**config.mk**
```make
export PLATFORM = sky130hd
export DESIGN_NAME = link_to_cache
export DESIGN_NICKNAME = d
export VERILOG_FILES = /design/src/hdl/link_cache_pkg.sv /design/src/hdl/link_to_cache.sv /design/src/hdl/req_translate.sv /design/src/hdl/tag_clear_seq.sv
export SDC_FILE = /design/constraint.sdc
export NUM_CORES = 1
export LEC_CHECK = 0
export ABC_AREA = 1
export BUFFER_PORTS_ARGS = -buffer_cell sky130_fd_sc_hd__buf_4
export CORE_UTILIZATION = 40
export DETAILED_ROUTE_END_ITERATION = 6
export GPL_ROUTABILITY_DRIVEN = 0
export PLACE_DENSITY_LB_ADDON = 0.2
export SLEW_MARGIN = 15
export SYNTH_ARGS = -nofsm -noshare
export SYNTH_HDL_FRONTEND = slang
export SYNTH_HIERARCHICAL = 1
export SYNTH_SLANG_ARGS = --single-unit
```
**constraint.sdc**
```tcl
create_clock -name clk_i -period 4.6 [get_ports clk_i]
set_input_delay 0.69 -clock clk_i [delete_from_list [all_inputs] [get_ports clk_i]]
set_output_delay 0.69 -clock clk_i [all_outputs]
set_load 0.005 [all_outputs]
```
**src/hdl/link_cache_pkg.sv**
```systemverilog
// ~~~~~~~~~~~~~~~~~~~~~~~~~~~~~~
// link to cache shared types
// widths, opcodes and packet structs
// ~~~~~~~~~~~~~~~~~~~~~~~~~~~~~~
package link_cache_pkg;

  localparam int link_addr_width_gp = 16;
  localparam int data_width_gp = 32;
  localparam int mask_width_gp = data_width_gp / 8;
  // word address minus the space bit, plus byte offset
  localparam int cache_addr_width_gp = link_addr_width_gp - 1 + 2;
  localparam int x_cord_width_gp = 4;
  localparam int y_cord_width_gp = 4;
  localparam int reg_id_width_gp = 5;

  typedef enum logic [3:0] {
    e_remote_store   = 4'd0,
    e_remote_sw      = 4'd1,
    e_remote_load    = 4'd2,
    e_cache_op       = 4'd3,
    e_remote_amoswap = 4'd4,
    e_remote_amoor   = 4'd5,
    e_remote_amoadd  = 4'd6,
    e_remote_amomin  = 4'd7,
    e_remote_amomax  = 4'd8,
    e_remote_amominu = 4'd9,
    e_remote_amomaxu = 4'd10
  } net_op_e;

  // maintenance kind, carried in the reg id field
  typedef enum logic [1:0] {
    e_afl    = 2'd0,
    e_aflinv = 2'd1,
    e_ainv   = 2'd2
  } cache_op_e;

  typedef enum logic [4:0] {
    LB, LBU, LH, LHU, LW,
    SM,
    TAGST, TAGLA, TAGFL,
    AFL, AFLINV, AINV,
    AMOSWAP_W, AMOOR_W, AMOADD_W, AMOMIN_W, AMOMAX_W, AMOMINU_W, AMOMAXU_W
  } cache_opcode_e;

  typedef enum logic [1:0] {
    e_return_credit   = 2'd0,
    e_return_int_wb   = 2'd1,
    e_return_float_wb = 2'd2,
    e_return_ifetch   = 2'd3
  } return_type_e;

  // lives in the low payload bits of a load
  typedef struct packed {
    logic       icache_fetch;
    logic       float_wb;
    logic       is_byte_op;
    logic       is_hex_op;
    logic       is_unsigned_op;
    logic [1:0] part_sel;
  } load_info_s;

  typedef struct packed {
    net_op_e                      op;
    logic [link_addr_width_gp-1:0] addr;
    logic [data_width_gp-1:0]      payload;
    logic [reg_id_width_gp-1:0]    reg_id;
    logic [x_cord_width_gp-1:0]    src_x_cord;
    logic [y_cord_width_gp-1:0]    src_y_cord;
  } link_packet_s;

  typedef struct packed {
    cache_opcode_e                  opcode;
    logic [cache_addr_width_gp-1:0] addr;
    logic [data_width_gp-1:0]       data;
    logic [mask_width_gp-1:0]       mask;
  } cache_pkt_s;

  typedef struct packed {
    return_type_e               pkt_type;
    logic [reg_id_width_gp-1:0] reg_id;
    logic [y_cord_width_gp-1:0] y_cord;
    logic [x_cord_width_gp-1:0] x_cord;
  } track_info_s;

  typedef struct packed {
    track_info_s              info;
    logic [data_width_gp-1:0] data;
  } return_packet_s;

endpackage

```
**src/hdl/link_to_cache.sv**
```systemverilog
// ~~~~~~~~~~~~~~~~~~~~~~~~~~~~~~
// network link to cache adapter
// ~~~~~~~~~~~~~~~~~~~~~~~~~~~~~~
`timescale 1ns/100ps

module link_to_cache
  import link_cache_pkg::*;
#(
  parameter int sets_p = 4,
  parameter int ways_p = 2,
  parameter int block_size_in_words_p = 8
) (
  input  logic                     clk_i,
  input  logic                     reset_i,

  // network side
  input  link_packet_s             packet_i,
  input  logic                     packet_v_i,
  output logic                     packet_yumi_o,
  output return_packet_s           return_packet_o,
  output logic                     return_v_o,
  input  logic                     return_ready_i,

  // cache side
  output cache_pkt_s               cache_pkt_o,
  output logic                     cache_v_o,
  input  logic                     cache_ready_i,
  input  logic [data_width_gp-1:0] cache_data_i,
  input  logic                     cache_v_i,
  output logic                     cache_yumi_o,
  input  logic                     v_we_i,

  output logic                     wh_dest_east_not_west_o
);

  cache_pkt_s clear_pkt;
  logic clear_v;
  logic init_done;
  cache_pkt_s xlat_pkt;
  track_info_s xlat_info;
  logic accept;

  // metadata for the lookup and verify stages
  track_info_s tl_info_r;
  track_info_s tv_info_r;

  tag_clear_seq #(
    .sets_p(sets_p),
    .ways_p(ways_p),
    .block_size_in_words_p(block_size_in_words_p)
  ) tag_clear_seq_inst (
    .clk_i(clk_i),
    .reset_i(reset_i),
    .cache_ready_i(cache_ready_i),
    .cache_v_i(cache_v_i),
    .clear_pkt_o(clear_pkt),
    .clear_v_o(clear_v),
    .init_done_o(init_done)
  );

  req_translate req_translate_inst (
    .clk_i(clk_i),
    .reset_i(reset_i),
    .packet_i(packet_i),
    .accept_i(accept),
    .cache_pkt_o(xlat_pkt),
    .info_o(xlat_info),
    .wh_dest_east_not_west_o(wh_dest_east_not_west_o)
  );

  // clearer owns the cache port until init is done
  assign cache_pkt_o = init_done ? xlat_pkt : clear_pkt;
  assign cache_v_o = init_done ? packet_v_i : clear_v;
  assign accept = init_done && packet_v_i && cache_ready_i;
  assign packet_yumi_o = accept;

  // init responses are dropped straight away
  assign cache_yumi_o = init_done ? (cache_v_i && return_ready_i) : cache_v_i;
  assign return_v_o = init_done && cache_v_i;

  always_ff @(posedge clk_i) begin
    if (accept)
      tl_info_r <= xlat_info;
    if (v_we_i)
      tv_info_r <= tl_info_r;
  end

  assign return_packet_o.info = tv_info_r;
  assign return_packet_o.data = cache_data_i;

  // a stalled response must still be there next cycle, unchanged
  assert property (@(posedge clk_i) disable iff (reset_i)
    (return_v_o && !return_ready_i) |=> (cache_v_i && $stable(cache_data_i)))
    else $error("link to cache: stalled response dropped or changed");

endmodule

```
**src/hdl/req_translate.sv**
```systemverilog
// ~~~~~~~~~~~~~~~~~~~~~~~~~~~~~~
// request to cache command decode
// also holds the wormhole direction
// ~~~~~~~~~~~~~~~~~~~~~~~~~~~~~~
`timescale 1ns/100ps

module req_translate
  import link_cache_pkg::*;
(
  input  logic         clk_i,
  input  logic         reset_i,
  input  link_packet_s packet_i,
  input  logic         accept_i,
  output cache_pkt_s   cache_pkt_o,
  output track_info_s  info_o,
  output logic         wh_dest_east_not_west_o
);

  load_info_s load_info;
  logic cfg_space;
  logic tag_space;
  logic [mask_width_gp-1:0] pkt_mask;
  logic [reg_id_width_gp-1:0] store_reg_id;
  logic wh_dir_r;

  assign load_info = load_info_s'(packet_i.payload[$bits(load_info_s)-1:0]);
  assign pkt_mask = packet_i.reg_id[mask_width_gp-1:0];
  assign cfg_space = (packet_i.addr[link_addr_width_gp-1-:2] == 2'b11);
  assign tag_space = packet_i.addr[link_addr_width_gp-1];

  // opcode by address space, then by operation
  always_comb begin
    cache_pkt_o.opcode = TAGLA;
    if (cfg_space) begin
      // config store rides through the cache as a no-op
      cache_pkt_o.opcode = TAGLA;
    end else if (tag_space) begin
      case (packet_i.op)
        e_remote_store, e_remote_sw: cache_pkt_o.opcode = TAGST;
        e_remote_load: cache_pkt_o.opcode = TAGLA;
        e_cache_op: cache_pkt_o.opcode = TAGFL;
        default: cache_pkt_o.opcode = TAGLA;
      endcase
    end else begin
      case (packet_i.op)
        e_remote_store, e_remote_sw: cache_pkt_o.opcode = SM;
        e_remote_amoswap: cache_pkt_o.opcode = AMOSWAP_W;
        e_remote_amoor: cache_pkt_o.opcode = AMOOR_W;
        e_remote_amoadd: cache_pkt_o.opcode = AMOADD_W;
        e_remote_amomin: cache_pkt_o.opcode = AMOMIN_W;
        e_remote_amomax: cache_pkt_o.opcode = AMOMAX_W;
        e_remote_amominu: cache_pkt_o.opcode = AMOMINU_W;
        e_remote_amomaxu: cache_pkt_o.opcode = AMOMAXU_W;
        e_cache_op: begin
          case (cache_op_e'(packet_i.reg_id[1:0]))
            e_aflinv: cache_pkt_o.opcode = AFLINV;
            e_ainv: cache_pkt_o.opcode = AINV;
            default: cache_pkt_o.opcode = AFL;
          endcase
        end
        e_remote_load: begin
          if (load_info.is_byte_op)
            cache_pkt_o.opcode = load_info.is_unsigned_op ? LBU : LB;
          else if (load_info.is_hex_op)
            cache_pkt_o.opcode = load_info.is_unsigned_op ? LHU : LH;
          else
            cache_pkt_o.opcode = LW;
        end
        default: cache_pkt_o.opcode = AFL;
      endcase
    end
  end

  assign cache_pkt_o.data = packet_i.payload;
  assign cache_pkt_o.mask = (packet_i.op == e_remote_sw) ? '1 : pkt_mask;
  assign cache_pkt_o.addr = {
    packet_i.addr[link_addr_width_gp-2:0],
    (packet_i.op == e_remote_load) ? load_info.part_sel : 2'b00
  };

  // lowest byte with a clear mask bit holds the reg id
  always_comb begin
    store_reg_id = '0;
    for (int i = mask_width_gp - 1; i >= 0; i--) begin
      if (!pkt_mask[i])
        store_reg_id = packet_i.payload[8*i+:reg_id_width_gp];
    end
  end

  always_comb begin
    case (packet_i.op)
      e_remote_store, e_remote_sw, e_cache_op: info_o.pkt_type = e_return_credit;
      e_remote_load: begin
        if (load_info.icache_fetch)
          info_o.pkt_type = e_return_ifetch;
        else if (load_info.float_wb)
          info_o.pkt_type = e_return_float_wb;
        else
          info_o.pkt_type = e_return_int_wb;
      end
      default: info_o.pkt_type = e_return_int_wb;
    endcase
  end

  assign info_o.reg_id = (packet_i.op == e_remote_store || packet_i.op == e_cache_op)
    ? store_reg_id
    : packet_i.reg_id;
  assign info_o.y_cord = packet_i.src_y_cord;
  assign info_o.x_cord = packet_i.src_x_cord;

  always_ff @(posedge clk_i) begin
    if (reset_i)
      wh_dir_r <= 1'b0;
    else if (accept_i && cfg_space)
      wh_dir_r <= packet_i.payload[0];
  end

  assign wh_dest_east_not_west_o = wh_dir_r;

  assert property (@(posedge clk_i) disable iff (reset_i)
    (accept_i && cfg_space) |-> (packet_i.op inside {e_remote_store, e_remote_sw}))
    else $error("req translate: non-store to config space");

  assert property (@(posedge clk_i) disable iff (reset_i)
    accept_i |-> (packet_i.op <= e_remote_amomaxu))
    else $error("req translate: undefined op %0d", packet_i.op);

endmodule

```
**src/hdl/tag_clear_seq.sv**
```systemverilog
// ~~~~~~~~~~~~~~~~~~~~~~~~~~~~~~
// tag clear sequencer
// zeroes every tag after reset
// ~~~~~~~~~~~~~~~~~~~~~~~~~~~~~~
`timescale 1ns/100ps

module tag_clear_seq
  import link_cache_pkg::*;
#(
  parameter int sets_p = 4,
  parameter int ways_p = 2,
  parameter int block_size_in_words_p = 8
) (
  input  logic       clk_i,
  input  logic       reset_i,
  input  logic       cache_ready_i,
  input  logic       cache_v_i,
  output cache_pkt_s clear_pkt_o,
  output logic       clear_v_o,
  output logic       init_done_o
);

  localparam int total_lp = sets_p * ways_p;
  localparam int count_width_lp = $clog2(total_lp + 1);
  localparam int block_offset_lp = $clog2(block_size_in_words_p) + $clog2(mask_width_gp);

  typedef enum logic [1:0] {e_reset, e_clear_tag, e_done} state_e;

  state_e state_r, state_n;
  logic [count_width_lp-1:0] sent_r, sent_n;
  logic [count_width_lp-1:0] recv_r, recv_n;

  assign clear_v_o = (state_r == e_clear_tag) && (sent_r != count_width_lp'(total_lp));
  assign init_done_o = (state_r == e_done);

  // set and way index sits above the block offset
  assign clear_pkt_o.opcode = TAGST;
  assign clear_pkt_o.addr = cache_addr_width_gp'(sent_r) << block_offset_lp;
  assign clear_pkt_o.data = '0;
  assign clear_pkt_o.mask = '0;

  always_comb begin
    sent_n = sent_r + count_width_lp'(clear_v_o && cache_ready_i);
    recv_n = recv_r + count_width_lp'((state_r == e_clear_tag) && cache_v_i);
    state_n = state_r;
    case (state_r)
      e_reset: state_n = e_clear_tag;
      e_clear_tag: begin
        // done once all stores are out and answered
        if (sent_n == count_width_lp'(total_lp) && recv_n == count_width_lp'(total_lp))
          state_n = e_done;
      end
      default: state_n = e_done;
    endcase
  end

  always_ff @(posedge clk_i) begin
    if (reset_i) begin
      state_r <= e_reset;
      sent_r <= '0;
      recv_r <= '0;
    end else begin
      state_r <= state_n;
      sent_r <= sent_n;
      recv_r <= recv_n;
    end
  end

  // a response never shows up without an outstanding store
  assert property (@(posedge clk_i) disable iff (reset_i) recv_r <= sent_r)
    else $error("tag clear: more responses than commands");

endmodule

```
==> run summary <==
status = completed
Synth Area per Inst = 6.88 sq um
HP Start = tl_info_r[10]
Final Critical Period = 2.62 ns
clock root buffer = clkbuf_8
Starting Density = 41.4%
clock skew = 0.00362 ns
critical-path cell list = inv_1 > nor2_4 > buf_4 > nand2_1 > nand2_1 > buf_4
final hold vios = 0
Peak VDD IR = 0.000113 V
hold buffers post-CTS = 0
Final Max Slew Viols = 0
Critical Path AT = 1.93 ns
max incr delay on CP = 0.50 ns
# DRC = 0
DP Wirelength = 6540 um
reg2reg end = tag_clear_seq_inst/state_r[0]
Reg2Reg Setup Slack = 2.64 ns
WS Path Type = flip-flop to primary output
period utilisation layout = 56.9%
final setup vio count = 0
number of global-route vias before repair = 2784
area delta synth->final = 10.3%
Vias/cell = 4.13
RSZ-0062 raised after global routing = no
Worst setup SP type = flip-flop
Leakage = 0.00234 uW
Core Box Area = 9280 sq um
Routed Antenna Nets = 0
Placed Area = 4160 sq um
die area = 10000 sq um
largest net degree at the start of global routing = 61
commonest non-fill, non-tap cells in the layout = nand2_1, buf_4, conb_1
n_diodes = 0
drt initial violations = 96
antenna violations before repair = 0
Hold Crit Depth = 0
MaxCap Viol Count = 0
crit path buf inv count = 3
Yosys cell types = 24
htree depth = 2
Comb pwr share = 23.2%
Max Freq = 382 MHz
Reg-to-Reg Start = tag_clear_seq_inst/state_r[1]
CP top delay family = buffers and inverters
Crit-path slowest cell = buf_4
Pwr Total = 819 uW
Internal = 608 uW
Stages on worst setup path = 6
CTS sink cnt = 41
WHS = 0.416 ns
drt first pass iters = 4
Ports = 214
global-route wire length before repair = 12800 um
ratio of cells with drive above 1 in the final layout = 28.0%
Seq/Total Area, Yosys = 29.2%
row cnt = 35
Post-Synthesis Cells = 559
DR WL/cell = 11.0 um
TritonCTS buffer count = 5
clock transition at the registers of the reported paths = 0.08 ns
total global routing overflow = 0
worst reg2reg path depth = 12
worst min path class = flip-flop to flip-flop
TNS Setup = 0 ns
most common library cell in the layout ignoring fill and taps = nand2_1
Critical Path End Type = primary output
post-CTS sizing = 0
Die Ht = 100 um
total net switching power = 210 uW
routed wire length = 8210 um
Clock Latency Late Sink = 0.29 ns
Post-Syn Area = 3840 sq um
P per Cell Area = 193 nW/um^2
Min-Delay Endpoint = return_packet_o[42]
via count = 3074
Sequential Power Share = 49.4%
CTS tree = done
Critical Path RT = 3.91 ns
Synth Register Bits = 41
yosys warns = 6
Clock Path Buffers = 2
overall routing resource usage = 15.8%
post-route cell area = 4240 sq um
DIE WIDTH = 100 um
Core Util, Final = 45.7%
Total Nets Final = 723
sw frac = 25.7%
Setup Buffers After CTS = 0
Clk pwr share = 27.3%
IO Port Bufs = 149
CP Max Fanout = 45
==> metal layers <==
metal / part of all wire, % / GRT usage (%)
met1: 42 / 18.8
met3: 6.5 / 3.41
met5: 0 / 0
met2: 49 / 28.2
met4: 2.1 / 5.46
==> worst reg2reg max path, delay by kind of cell (launching register included) <==
family | cells | cell delay [ns]
buffers and inverters | 1 | 0.16
AND/OR/NAND/NOR | 8 | 0.79
AO/OA/AOI/OAI | 1 | 0.16
adder cells (fa/ha/maj) | 2 | 0.44
flip-flops | 1 | 0.30
==> metrics by stage <==
step,setup WS (ns),cells
floorplan,2.39,611
global placement,2.13,736
detailed placement,2.11,736
CTS,1.97,744
global route,1.80,744
finish,1.98,744
==> how the worst max path moves through the flow <==
stage | from | end | slack [ns]
finish | tag_clear_seq_inst/state_r[1] | cache_pkt_o[53] | 1.98
global route | tag_clear_seq_inst/state_r[1] | cache_pkt_o[57] | 1.80
CTS | tag_clear_seq_inst/state_r[1] | cache_pkt_o[57] | 1.97
detailed placement | packet_i[64] | cache_pkt_o[55] | 2.11
global placement | packet_i[64] | cache_pkt_o[55] | 2.13
floorplan | packet_v_i | packet_yumi_o | 2.39
==> sequential cells by signal (all words and copies together) (netlist names) <==
signal	cells
tag_clear_seq_inst/sent_r	4
return_packet_o	15
tag_clear_seq_inst/state_r	2
req_translate_inst/wh_dest_east_not_west_o	1
tl_info_r	15
tag_clear_seq_inst/recv_r	4
==> cell usage after synthesis <==
| library cell | n | area (sq um) |
|---|---|---|
| inv_2 | 1 | 3.75 |
| a21oi_1 | 13 | 65.1 |
| o21ai_0 | 3 | 15.0 |
| nor2_1 | 34 | 128 |
| clkbuf_1 | 1 | 3.75 |
| nand3_1 | 17 | 85.1 |
| conb_1 | 2 | 7.51 |
| nand2_1 | 233 | 875 |
| a31oi_1 | 1 | 6.26 |
| a221oi_1 | 1 | 8.76 |
| and2_1 | 1 | 6.26 |
| dfxtp_1 | 11 | 220 |
| ha_1 | 5 | 62.6 |
| nand4_1 | 3 | 18.8 |
| buf_6 | 7 | 78.8 |
| inv_1 | 36 | 135 |
| a21oi_2 | 3 | 26.3 |
| nor2_4 | 2 | 22.5 |
| edfxtp_1 | 30 | 901 |
| nand2_4 | 3 | 33.8 |
| inv_6 | 1 | 8.76 |
| nor3_1 | 2 | 10.0 |
| buf_4 | 147 | 1100 |
| nand3_2 | 2 | 20.0 |
==> power groups by stage <==
| stage | logic, uW | registers, uW | clock network (uW) |
|---|---|---|---|
| final | 190 | 405 | 224 |
| after global routing | 213 | 405 | 248 |
| after CTS | 190 | 405 | 232 |
| after detailed placement | 189 | 413 | 0 |
| after global placement | 189 | 413 | 0 |
| after floorplan | 162 | 413 | 0 |
==> cells by family (layout without fill, tap and decap cells) <==
kind of cell               count (synthesis)  after routing  share of synthesized area, %
and+or+nand+nor                          297            297                          31.2
buffers and inverters                    193            197                          34.7
DFF                                       41             41                          29.2
AOI/OAI and AO/OA                         21             21                          3.16
adders and majority gates                  5              5                          1.63
other                                      2             54                         0.195
==> cell type report <==
type | count | area (sq um)
Sequential cell | 41 | 1120
Clock inverter | 3 | 17.5
Timing Repair Buffer | 151 | 1130
Multi-Input combinational cell | 377 | 1590
Clock buffer | 5 | 68.8
Tap cell | 129 | 161
Inverter | 38 | 148
Fill cell | 977 | 5040
(Power assumes the default switching activity.)
